$ cat src/rtl/mem_arbiter_pkg.sv
// widths and encodings for the shared memory bus; tag zero is reserved for reject and no return
`default_nettype none

package mem_arbiter_pkg;

    ////////////////////////////////////////
    // widths
    ////////////////////////////////////////

    localparam int addr_width = 32;
    localparam int data_width = 64;
    // 16 tags, value 0 never names a transaction
    localparam int tag_width  = 4;
    localparam int tag_count  = 16;

    typedef logic [addr_width-1:0] addr_t;
    typedef logic [data_width-1:0] data_t;
    typedef logic [tag_width-1:0]  mem_tag_t;

    ////////////////////////////////////////
    // encodings
    ////////////////////////////////////////

    // command levels on the memory bus
    typedef enum logic [1:0] {
        bus_none  = 2'b00,
        bus_load  = 2'b01,
        bus_store = 2'b10
    } bus_command_t;

    // side that owns an outstanding tag
    typedef enum logic [1:0] {
        owner_none  = 2'b00,
        owner_fetch = 2'b01,
        owner_data  = 2'b10
    } owner_t;

    // status seen by the outside
    typedef enum logic [1:0] {
        no_error     = 2'b00,
        halted_done  = 2'b01,
        illegal_inst = 2'b10
    } error_status_t;

endpackage

`default_nettype wire

$ cat src/rtl/bus_select.sv
// purely combinational; memory must answer the request in the same cycle it sees it
`default_nettype none

module bus_select (
    input  wire logic                          fetch_request,
    input  wire mem_arbiter_pkg::addr_t        fetch_addr,
    input  wire mem_arbiter_pkg::bus_command_t data_command,
    input  wire mem_arbiter_pkg::addr_t        data_addr,
    input  wire mem_arbiter_pkg::data_t        data_wdata,
    input  wire logic                          fetch_enable,
    input  wire mem_arbiter_pkg::mem_tag_t     mem_response,
    output mem_arbiter_pkg::bus_command_t      mem_command,
    output mem_arbiter_pkg::addr_t             mem_addr,
    output mem_arbiter_pkg::data_t             mem_wdata,
    output logic                               fetch_stall,
    output mem_arbiter_pkg::mem_tag_t          fetch_accept_tag,
    output mem_arbiter_pkg::mem_tag_t          data_accept_tag,
    output mem_arbiter_pkg::owner_t            issue_owner
);

    ////////////////////////////////////////
    // grant and answer routing
    ////////////////////////////////////////

    always_comb begin
        // idle bus by default
        mem_command      = mem_arbiter_pkg::bus_none;
        mem_addr         = fetch_addr;
        // store data only matters with a store command
        mem_wdata        = data_wdata;
        fetch_stall      = 1'b0;
        fetch_accept_tag = '0;
        data_accept_tag  = '0;
        issue_owner      = mem_arbiter_pkg::owner_none;

        if (data_command != mem_arbiter_pkg::bus_none) begin
            // data side always wins
            mem_command     = data_command;
            mem_addr        = data_addr;
            data_accept_tag = mem_response;
            // fetch lost this cycle, keeps its request up
            fetch_stall     = fetch_request;
            // stores never get an owner, so never strobe back
            if (data_command == mem_arbiter_pkg::bus_load) begin
                issue_owner = mem_arbiter_pkg::owner_data;
            end
        end else if (fetch_request && fetch_enable) begin
            // fetch always goes out as a load
            mem_command      = mem_arbiter_pkg::bus_load;
            mem_addr         = fetch_addr;
            fetch_accept_tag = mem_response;
            issue_owner      = mem_arbiter_pkg::owner_fetch;
        end
    end

endmodule

`default_nettype wire

$ cat src/rtl/tag_owner_table.sv
// memory may only re-answer an outstanding tag in the cycle it returns; earliest return is 1 cycle
`default_nettype none

module tag_owner_table (
    input  wire logic                      clock,
    input  wire logic                      reset,
    input  wire mem_arbiter_pkg::owner_t   issue_owner,
    input  wire mem_arbiter_pkg::mem_tag_t mem_response,
    input  wire mem_arbiter_pkg::mem_tag_t mem_return_tag,
    input  wire mem_arbiter_pkg::data_t    mem_return_data,
    output logic                           fetch_data_valid,
    output mem_arbiter_pkg::data_t         fetch_data,
    output logic                           data_return_valid,
    output mem_arbiter_pkg::data_t         data_return,
    output logic                           outstanding_empty
);

    // one owner per tag value, entry 0 stays unused
    mem_arbiter_pkg::owner_t owner_table [mem_arbiter_pkg::tag_count];
    mem_arbiter_pkg::owner_t return_owner;
    // wide enough for every tag at once
    logic [mem_arbiter_pkg::tag_width:0] outstanding_count;
    logic issue_write;
    logic return_hit;

    ////////////////////////////////////////
    // return lookup
    ////////////////////////////////////////

    // tag zero means nothing returns this cycle
    always_comb begin
        return_owner = mem_arbiter_pkg::owner_none;
        if (mem_return_tag != '0) begin
            return_owner = owner_table[mem_return_tag];
        end
    end

    assign return_hit  = (return_owner != mem_arbiter_pkg::owner_none);
    // accepted load only, rejects and stores leave no trace
    assign issue_write = (mem_response != '0) &&
                         (issue_owner != mem_arbiter_pkg::owner_none);

    // strobe only the side that owns the tag
    assign fetch_data_valid  = (return_owner == mem_arbiter_pkg::owner_fetch);
    assign data_return_valid = (return_owner == mem_arbiter_pkg::owner_data);
    assign fetch_data        = mem_return_data;
    assign data_return       = mem_return_data;

    ////////////////////////////////////////
    // owner table and count
    ////////////////////////////////////////

    always_ff @(posedge clock or posedge reset) begin
        if (reset) begin
            for (int i = 0; i < mem_arbiter_pkg::tag_count; i++) begin
                owner_table[i] <= mem_arbiter_pkg::owner_none;
            end
        end else begin
            // free first
            if (return_hit) begin
                owner_table[mem_return_tag] <= mem_arbiter_pkg::owner_none;
            end
            // so a tag re-answered on its return cycle stays owned
            if (issue_write) begin
                owner_table[mem_response] <= issue_owner;
            end
        end
    end

    always_ff @(posedge clock or posedge reset) begin
        if (reset) begin
            outstanding_count <= '0;
        end else begin
            case ({issue_write, return_hit})
                2'b10: outstanding_count <= outstanding_count + 1'b1;
                2'b01: outstanding_count <= outstanding_count - 1'b1;
                // both or neither, net zero
                default: outstanding_count <= outstanding_count;
            endcase
        end
    end

    assign outstanding_empty = (outstanding_count == '0);

endmodule

`default_nettype wire

$ cat src/rtl/halt_control.sv
// halt and illegal are sticky until reset; halt only blocks fetch, data requests keep flowing
`default_nettype none

module halt_control (
    input  wire logic                      clock,
    input  wire logic                      reset,
    input  wire logic                      halt,
    input  wire logic                      illegal,
    input  wire logic                      outstanding_empty,
    output logic                           fetch_enable,
    output logic                           halt_done,
    output mem_arbiter_pkg::error_status_t error_status
);

    logic halted;
    logic illegal_seen;

    ////////////////////////////////////////
    // sticky flags
    ////////////////////////////////////////

    always_ff @(posedge clock or posedge reset) begin
        if (reset) begin
            halted       <= 1'b0;
            illegal_seen <= 1'b0;
        end else begin
            // pulses latch, nothing clears them
            if (halt) begin
                halted <= 1'b1;
            end
            if (illegal) begin
                illegal_seen <= 1'b1;
            end
        end
    end

    // fetch blocked from the cycle after the halt pulse
    assign fetch_enable = !halted;
    // done once every accepted load is back
    assign halt_done    = halted && outstanding_empty;

    // illegal wins over a finished halt
    always_comb begin
        error_status = mem_arbiter_pkg::no_error;
        if (illegal_seen) begin
            error_status = mem_arbiter_pkg::illegal_inst;
        end else if (halt_done) begin
            error_status = mem_arbiter_pkg::halted_done;
        end
    end

endmodule

`default_nettype wire

$ cat src/rtl/mem_arbiter.sv
// fetch and data share one memory bus; data wins, accept tags answer in the same cycle
`default_nettype none

module mem_arbiter (
    input  wire logic                          clock,
    input  wire logic                          reset,
    // fetch side
    input  wire logic                          fetch_request,
    input  wire mem_arbiter_pkg::addr_t        fetch_addr,
    output mem_arbiter_pkg::mem_tag_t          fetch_accept_tag,
    output logic                               fetch_stall,
    output logic                               fetch_data_valid,
    output mem_arbiter_pkg::data_t             fetch_data,
    // data side
    input  wire mem_arbiter_pkg::bus_command_t data_command,
    input  wire mem_arbiter_pkg::addr_t        data_addr,
    input  wire mem_arbiter_pkg::data_t        data_wdata,
    output mem_arbiter_pkg::mem_tag_t          data_accept_tag,
    output logic                               data_return_valid,
    output mem_arbiter_pkg::data_t             data_return,
    // memory side
    output mem_arbiter_pkg::bus_command_t      mem_command,
    output mem_arbiter_pkg::addr_t             mem_addr,
    output mem_arbiter_pkg::data_t             mem_wdata,
    input  wire mem_arbiter_pkg::mem_tag_t     mem_response,
    input  wire mem_arbiter_pkg::mem_tag_t     mem_return_tag,
    input  wire mem_arbiter_pkg::data_t        mem_return_data,
    // control
    input  wire logic                          halt,
    input  wire logic                          illegal,
    output logic                               halt_done,
    output mem_arbiter_pkg::error_status_t     error_status
);

    mem_arbiter_pkg::owner_t issue_owner;
    logic fetch_enable;
    logic outstanding_empty;

    ////////////////////////////////////////
    // blocks
    ////////////////////////////////////////

    bus_select bus_select_0 (
        .fetch_request    (fetch_request),
        .fetch_addr       (fetch_addr),
        .data_command     (data_command),
        .data_addr        (data_addr),
        .data_wdata       (data_wdata),
        .fetch_enable     (fetch_enable),
        .mem_response     (mem_response),
        .mem_command      (mem_command),
        .mem_addr         (mem_addr),
        .mem_wdata        (mem_wdata),
        .fetch_stall      (fetch_stall),
        .fetch_accept_tag (fetch_accept_tag),
        .data_accept_tag  (data_accept_tag),
        .issue_owner      (issue_owner)
    );

    // records owners of accepted loads, steers returns
    tag_owner_table tag_owner_table_0 (
        .clock             (clock),
        .reset             (reset),
        .issue_owner       (issue_owner),
        .mem_response      (mem_response),
        .mem_return_tag    (mem_return_tag),
        .mem_return_data   (mem_return_data),
        .fetch_data_valid  (fetch_data_valid),
        .fetch_data        (fetch_data),
        .data_return_valid (data_return_valid),
        .data_return       (data_return),
        .outstanding_empty (outstanding_empty)
    );

    halt_control halt_control_0 (
        .clock             (clock),
        .reset             (reset),
        .halt              (halt),
        .illegal           (illegal),
        .outstanding_empty (outstanding_empty),
        .fetch_enable      (fetch_enable),
        .halt_done         (halt_done),
        .error_status      (error_status)
    );

endmodule

`default_nettype wire

$ cat config.mk
export PLATFORM = sky130hd
export DESIGN_NAME = mem_arbiter
export DESIGN_NICKNAME = d
export VERILOG_FILES = /design/src/rtl/mem_arbiter_pkg.sv /design/src/rtl/bus_select.sv /design/src/rtl/tag_owner_table.sv /design/src/rtl/halt_control.sv /design/src/rtl/mem_arbiter.sv
export SDC_FILE = /design/constraint.sdc
export NUM_CORES = 1
export LEC_CHECK = 0
export BUFFER_PORTS_ARGS = -buffer_cell sky130_fd_sc_hd__buf_2
export CAP_MARGIN = 20
export CORE_AREA = 2 2 176 178
export CTS_BUF_LIST = sky130_fd_sc_hd__clkbuf_2
export DETAILED_ROUTE_END_ITERATION = 10
export DIE_AREA = 0 0 178 180
export GPL_TIMING_DRIVEN = 0
export HOLD_SLACK_MARGIN = 0.12
export SYNTH_ARGS = -nofsm -noshare
export SYNTH_HDL_FRONTEND = slang
export SYNTH_HIERARCHICAL = 1
export SYNTH_SLANG_ARGS = --single-unit
$ cat constraint.sdc
create_clock -name clock -period 4.9 [get_ports clock]
set_clock_uncertainty 0.05 [all_clocks]
set_input_delay 0.245 -clock clock [delete_from_list [all_inputs] [get_ports clock]]
set_output_delay 0.245 -clock clock [all_outputs]
set_load 0.01 [all_outputs]
### After elaboration in Yosys (flattened, before gate mapping)

Index checks and enable logic that the tools add are counted.

* bitwise logic cells: 4
* add/subtract/negate cells: 2
* equality and inequality tests: 5
* reductions and logical operators: 13
* divide/modulo/power cells: 0
* multiplexer cells: 23
* shift operators: 0
* $mul: 0
* magnitude comparators: 4

Operators with widths (number)
* 32-bit two-way mux: 3
* 32-bit AND: 1
* 32-bit bitwise mux: 1
* 32-bit inverter: 1
* 2-bit two-way mux: 9
* 2-bit demux with 4-bit select: 2
* 4-bit two-way mux: 3
* 5-bit greater-or-equal comparator, second input constant: 2
* 5-bit by 1-bit less-than comparator with 1-bit output, second input constant: 2
* 4-bit inverter with 5-bit output: 2
* 5-bit case mux with 2 select lines: 1
* 2-bit binary-select mux with 4-bit select: 1
* 2-bit nonzero test: 4
* 4-bit nonzero test: 2
* 2-bit by 1-bit == test with 1-bit output, second input constant: 3
* 5-bit by 1-bit adder with 5-bit output, second input constant: 1
* 1-bit logical AND: 5
* 5-bit zero test: 1
* 5-bit by 1-bit subtractor with 5-bit output, second input constant: 1
* 2-bit == test, second input constant: 2
* 1-bit two-way mux: 3
* 1-bit zero test: 1

* memories kept: 0
* memory bits (writable): 0
* output and inout bits: 240
* memory bits (read-only): 0
* bits in latches: 0
* bits in registers: 39
* word-level logic and storage cells: 70

### Longest topological paths before layout

* depth in word-level cells: 10
* mapped depth: 15

### By module

Netlist, hierarchy kept.

By module, submodules not included
* tag_owner_table: area an instance 3265.6 µm², cells each 399, instances 1
* bus_select: area an instance 984.7 µm², cells each 114, instances 1
* halt_control: area an instance 95.1 µm², cells each 9, instances 1

### Least setup slack after synthesis

No wires, ideal clock.

* path kind: in2reg
* start point: input mem_return_tag[0]
* end point: register tag_owner_table_0/outstanding_count[2] (netlist name)
* arrival time: 2.861 ns
* required time: 4.718 ns
* library setup time: 0.132 ns
* cell stages on the path: 14
* setup slack: 1.857 ns
* path buffers: 3
* path through: buf_6 -> mux4_2 -> a22oi_1 -> nand3_2 -> buf_2 -> nor2_1 -> nor2_1 -> ha_1 -> clkbuf_1 -> xor2_1 -> ha_1 -> or4_1 -> nand3_1 -> o211ai_2

* word-level cells in the longest chain between the ends: 8

RTL lines
* start, declared: line mem_arbiter.sv:26 `input wire mem_arbiter_pkg::mem_tag_t mem_return_tag,`
* 4-bit inverter with 5-bit output (not written as such): line tag_owner_table.sv:34 `return_owner = owner_table[mem_return_tag];`
* 2-bit binary-select mux with 4-bit select: line tag_owner_table.sv:34
* 2-bit two-way mux (not written as such) (2 in a row): line tag_owner_table.sv:34
* 2-bit two-way mux (*): line tag_owner_table.sv:33 `if (mem_return_tag != '0) begin`
* 2-bit nonzero test (*): line tag_owner_table.sv:38 `assign return_hit = (return_owner != mem_arbiter_pkg::owner_none);`
* 2-bit by 1-bit == test with 1-bit output or 2-bit == test (tied branches): line tag_owner_table.sv:74 `case ({issue_write, return_hit})`
* 5-bit case mux with 2 select lines or 2-bit nonzero test (tied branches)
* end signal, assigned: line tag_owner_table.sv:75 `2'b10: outstanding_count <= outstanding_count + 1'b1;`
* end signal, assigned: line tag_owner_table.sv:76 `2'b01: outstanding_count <= outstanding_count - 1'b1;`
* end signal, assigned: line tag_owner_table.sv:78 `default: outstanding_count <= outstanding_count;`
* end, declared: line tag_owner_table.sv:22 `logic [mem_arbiter_pkg::tag_width:0] outstanding_count;`

Every way passes the cells marked *; elsewhere a longest branch is shown, timed or not. The select of a mux whose other input is x is not followed.
A chain may end at the register's enable or synchronous reset.

### Worst setup path after layout

* start point: register tag_owner_table_0/owner_table[26] (netlist name)
* end point: register tag_owner_table_0/outstanding_count[2] (netlist name)

* word-level cells in the longest chain between the ends: 7

RTL lines
* start, declared: line tag_owner_table.sv:19 `mem_arbiter_pkg::owner_t owner_table [mem_arbiter_pkg::tag_count];`
* start signal, assigned by index: line tag_owner_table.sv:56 `owner_table[i] <= mem_arbiter_pkg::owner_none;`
* start signal, assigned by index: line tag_owner_table.sv:61 `owner_table[mem_return_tag] <= mem_arbiter_pkg::owner_none;`
* start signal, assigned by index: line tag_owner_table.sv:65 `owner_table[mem_response] <= issue_owner;`
* 2-bit binary-select mux with 4-bit select (*): line tag_owner_table.sv:34
* 2-bit two-way mux (not written as such) (*) (2 in a row): line tag_owner_table.sv:34
* 2-bit two-way mux (*): line tag_owner_table.sv:33
* 2-bit nonzero test (*): line tag_owner_table.sv:38
* 2-bit by 1-bit == test with 1-bit output or 2-bit == test (tied branches): line tag_owner_table.sv:74
* 5-bit case mux with 2 select lines or 2-bit nonzero test (tied branches)

Marks and branches as above.

==> metrics.md <==
| Metric | Value |
|---|---|
| Status | `finished, final reports clean` |
| Post-Synth XOR/XNOR Area | `0.403%` |
| Bufs on Longest Clock Path | `2` |
| Worst skew pair latency | `450 ps` |
| Cells on worst reg2reg path | `13` |
| Crit path max-delay family | `simple AND/OR/NAND/NOR gates` |
| Final setup viols | `0` |
| Post-DP Area | `6430 um^2` |
| Die height | `180 um` |
| Reg power frac | `34.1%` |
| CP bufs+invs | `2` |
| TritonRoute pass-1 iters | `5` |
| Critical path depth | `13` |
| Cell variety after synth | `48` |
| I/O pins | `447` |
| Post-synth top area cell | `buf_4` |
| Ys flop type | `dfrtp_1` |
| Worst-path clk slew | `270 ps` |
| Initial antenna violation count | `4` |
| P_int | `0.000747 W` |
| Worst hold path type | `in2reg` |
| Simple-Gate Fraction of Synth Area | `16.7%` |
| Final hold viol count | `0` |
| Hold Path Cell Cnt | `4` |
| Flop2flop setup slack | `1440 ps` |
| Post-synth EDFFs | `0` |
| Sw Share | `36.5%` |
| Routed vias | `4699` |
| Synth Net Count | `731` |
| Worst setup EP type | `register` |
| Critical path launch point type | `register` |
| Mux cell area share after synthesis | `13.5%` |
| Max Slew Vio Count | `0` |
| Layout Cell Area excl Fill | `6550 um^2` |
| Hold path start | `mem_response[1]` |
| Final ANT Viol Nets | `0` |
| Unrepaired setup endpoints after global routing | `false` |
| Slowest stage cell, crit path | `mux4_2` |
| Most common library cells after synthesis | `buf_4, nand2_1, dfrtp_1, o21ai_0, mux2_2` |
| Clock sink total | `39` |
| DR iter-0 viols | `328` |
| Placeable Area | `30200 um^2` |
| Final nets | `1060` |
| Most common cell in the synthesized netlist | `buf_4` |
| # DRC | `0` |
| Vias in the first global route | `4175` |
| Synth warnings | `6` |
| Fmax | `289 MHz` |
| CP max FO | `10` |
| CTS tree | `done` |
| GR Util All Layers | `9.77%` |
| CTS root buf | `clkbuf_2` |
| Slew HR | `45.6%` |
| Cts bufs inserted | `5` |
| Area Growth Syn to Fin | `50.7%` |
| Largest net degree at the start of global routing | `38` |
| Combinational power share | `47.4%` |
| Yosys top cell area share | `33.3%` |
| Die W | `178 um` |
| WS Path Type | `reg2reg` |
| Min cycle time layout | `3460 ps` |
| Critical Path RT | `5200 ps` |
| Adder-cell area share of the yosys netlist | `0.576%` |
| Pleak | `3.39 nW` |
| Maximum VDD drop | `0.000118 V` |
| Die area | `32000 um^2` |
| Async S/R FF share, synth | `100%` |
| IO buf count | `318` |
| Main combinational cell family by area after synthesis | `buffers and inverters` |
| Area fraction in compound gates after synthesis | `9.88%` |
| Synth Instances | `522` |
| H-tree depth | `2` |
| Max stage delay on crit path | `470 ps` |
| Mapped Area | `4350 um^2` |
| Via-to-Cell Ratio | `3.75` |
| First-pass GRT wire length | `24.0 mm` |
| R2R Path End | `tag_owner_table_0/outstanding_count[2]` |
| Power Density | `179 nW/um^2` |
| Reg-to-reg startpoint | `tag_owner_table_0/owner_table[26]` |
| NetSw | `0.000428 W` |
| Initial core utilization | `14.4%` |
| Post-CTS resize count | `0` |
| Final period util | `70.5%` |
| Wire per inst | `13.8 um` |
| Final RePlAce weighted congestion | `0.840` |
| Top cells by area, synth | `buf_4, dfrtp_1, mux2_2, nand2_1, o21ai_0` |
| #FFs+latches synth | `39` |
| Setup tns final | `0 ps` |
| GRT overflow | `0` |
| HPWL after detailed placement | `14.8 mm` |
| FP Rows | `64` |
| Fill cells | `3321` |
| Worst Hold End | `tag_owner_table_0/owner_table[15]` |
| Sequential area share after synthesis | `22.5%` |
| Syn_area_per_cell | `8.32 um^2` |
| Layout cells sized above 1 | `68.4%` |
| Critical path cell sequence | `mux4_2 -> a22oi_1 -> nand3_2 -> buf_2 -> nor2_1 -> nor2_1 -> ha_1 -> clkbuf_1 -> xor2_1 -> ha_1 -> or4_1 -> nand3_1 -> o211ai_2` |
| Slew @ Worst Pin | `815 ps` |
| Routed WL | `17.3 mm` |
| Clock Power Share | `18.5%` |
| WP data arrival | `3760 ps` |
| MaxCap Viol Count | `0` |
-- logic make-up (layout without fill, tap and decap cells) --
logic type,after synthesis,in the layout
flops,39,39
buf+inv,219,549
simple gates,148,148
fa+ha+maj,2,2
xor+xnor,2,2
mux,44,44
other cells,0,4
compound gates,68,68
-- worst register-to-register path: cells and delay by family, from the launching register on --
kind / cells / cell delay (ps)
AOI/OAI and AO/OA: 2 / 340
muxes: 1 / 470
DFF: 1 / 450
xor gates and xnor gates: 1 / 200
adders and majority gates: 2 / 540
and+or+nand+nor: 5 / 850
buffers and inverters: 2 / 470
-- cells in the final DEF, fill, tap and decap left out, types with 3 or more instances in the layout --
master	Yosys	routed
a21o_1	3	3
a21oi_1	6	6
and2_1	4	4
buf_2	3	321
buf_4	193	193
clkbuf_1	14	14
clkbuf_2	0	5
dfrtp_1	39	39
diode_2	0	4
dlygate4sd3_1	0	4
inv_1	5	4
mux2_2	35	35
mux4_2	8	8
nand2_1	55	55
nand2b_1	6	6
nand3_1	9	9
nor2_1	30	30
nor2b_1	9	9
nor3_1	8	8
nor3b_1	3	3
o2111ai_1	3	3
o211ai_1	4	4
o211ai_2	3	3
o21ai_0	39	39
o2bb2ai_1	3	3
or2_2	4	4
or3_1	3	3
-- how the worst max path moves through the flow --
stage	endpoint	from	slack (ps)
after floorplan	tag_owner_table_0/outstanding_count[2]	mem_return_tag[0]	1860
after global placement	tag_owner_table_0/outstanding_count[2]	mem_return_tag[0]	1400
after detailed placement	tag_owner_table_0/outstanding_count[2]	mem_return_tag[0]	1350
after CTS	tag_owner_table_0/outstanding_count[2]	halt_control_0/halted	1500
after global routing	tag_owner_table_0/outstanding_count[2]	tag_owner_table_0/owner_table[26]	1270
final	tag_owner_table_0/outstanding_count[2]	tag_owner_table_0/owner_table[26]	1440
-- through the flow --
step	total power [W]	setup slack [ps]	hold slack, ps	utilization, %	cells
2_1_floorplan	0.000761	1860	-63.8	-	522
3_3_place_gp	0.000952	1400	60.9	21.3	1236
3_5_place_dp	0.000958	1350	69.6	21.3	1236
4_1_cts	0.00118	1500	141	21.7	1248
5_1_grt	0.00125	1270	150	21.7	1248
6_report	0.00117	1440	144	21.7	1252
-- sequential cells by signal, indices dropped and copies added (netlist names) --
register                             count
tag_owner_table_0/outstanding_count      5
halt_control_0/illegal_seen              1
halt_control_0/halted                    1
tag_owner_table_0/owner_table           32
-- final cells by class --
cell class | count | area, um^2 | share of cell area [%]
clock inverter | 3 | 42.5 | 0.649
clock buffer | 5 | 25.0 | 0.382
timing repair buffer | 322 | 1630 | 24.9
inverter | 5 | 18.8 | 0.287
antenna | 4 | 10.0 | 0.153
sequential | 39 | 976 | 14.9
tap | 396 | 495 | 7.56
multi-input combinational | 264 | 1780 | 27.2
buffer | 214 | 1570 | 24.0
-- repair_timing --
item	in CTS	in global routing
setup buffers	0	0
hold buffers	4	0
endpoints found under the hold margin	41	0
-- power by group through the flow --
stage                     Combinational, W  Sequential, W  Clock [W]
after floorplan                   0.000369       0.000392          0
after global placement            0.000546       0.000406          0
after detailed placement          0.000553       0.000405          0
after CTS                         0.000557       0.000400   0.000221
after global routing              0.000605       0.000408   0.000235
final                             0.000557       0.000401   0.000217
-- per-layer routing --
| metal | share of wire (%) | GRT usage, % | vias to the layer above |
|---|---|---|---|
| met2 | 43 | 14.7 | 306 |
| met5 | 0.20 | 0 | - |
| met3 | 14 | 4.76 | 23 |
| met4 | 0.85 | 1.48 | 6 |
| li1 | - | - | 2221 |
| met1 | 42 | 12.8 | 2143 |
(Power assumes the default switching activity.)
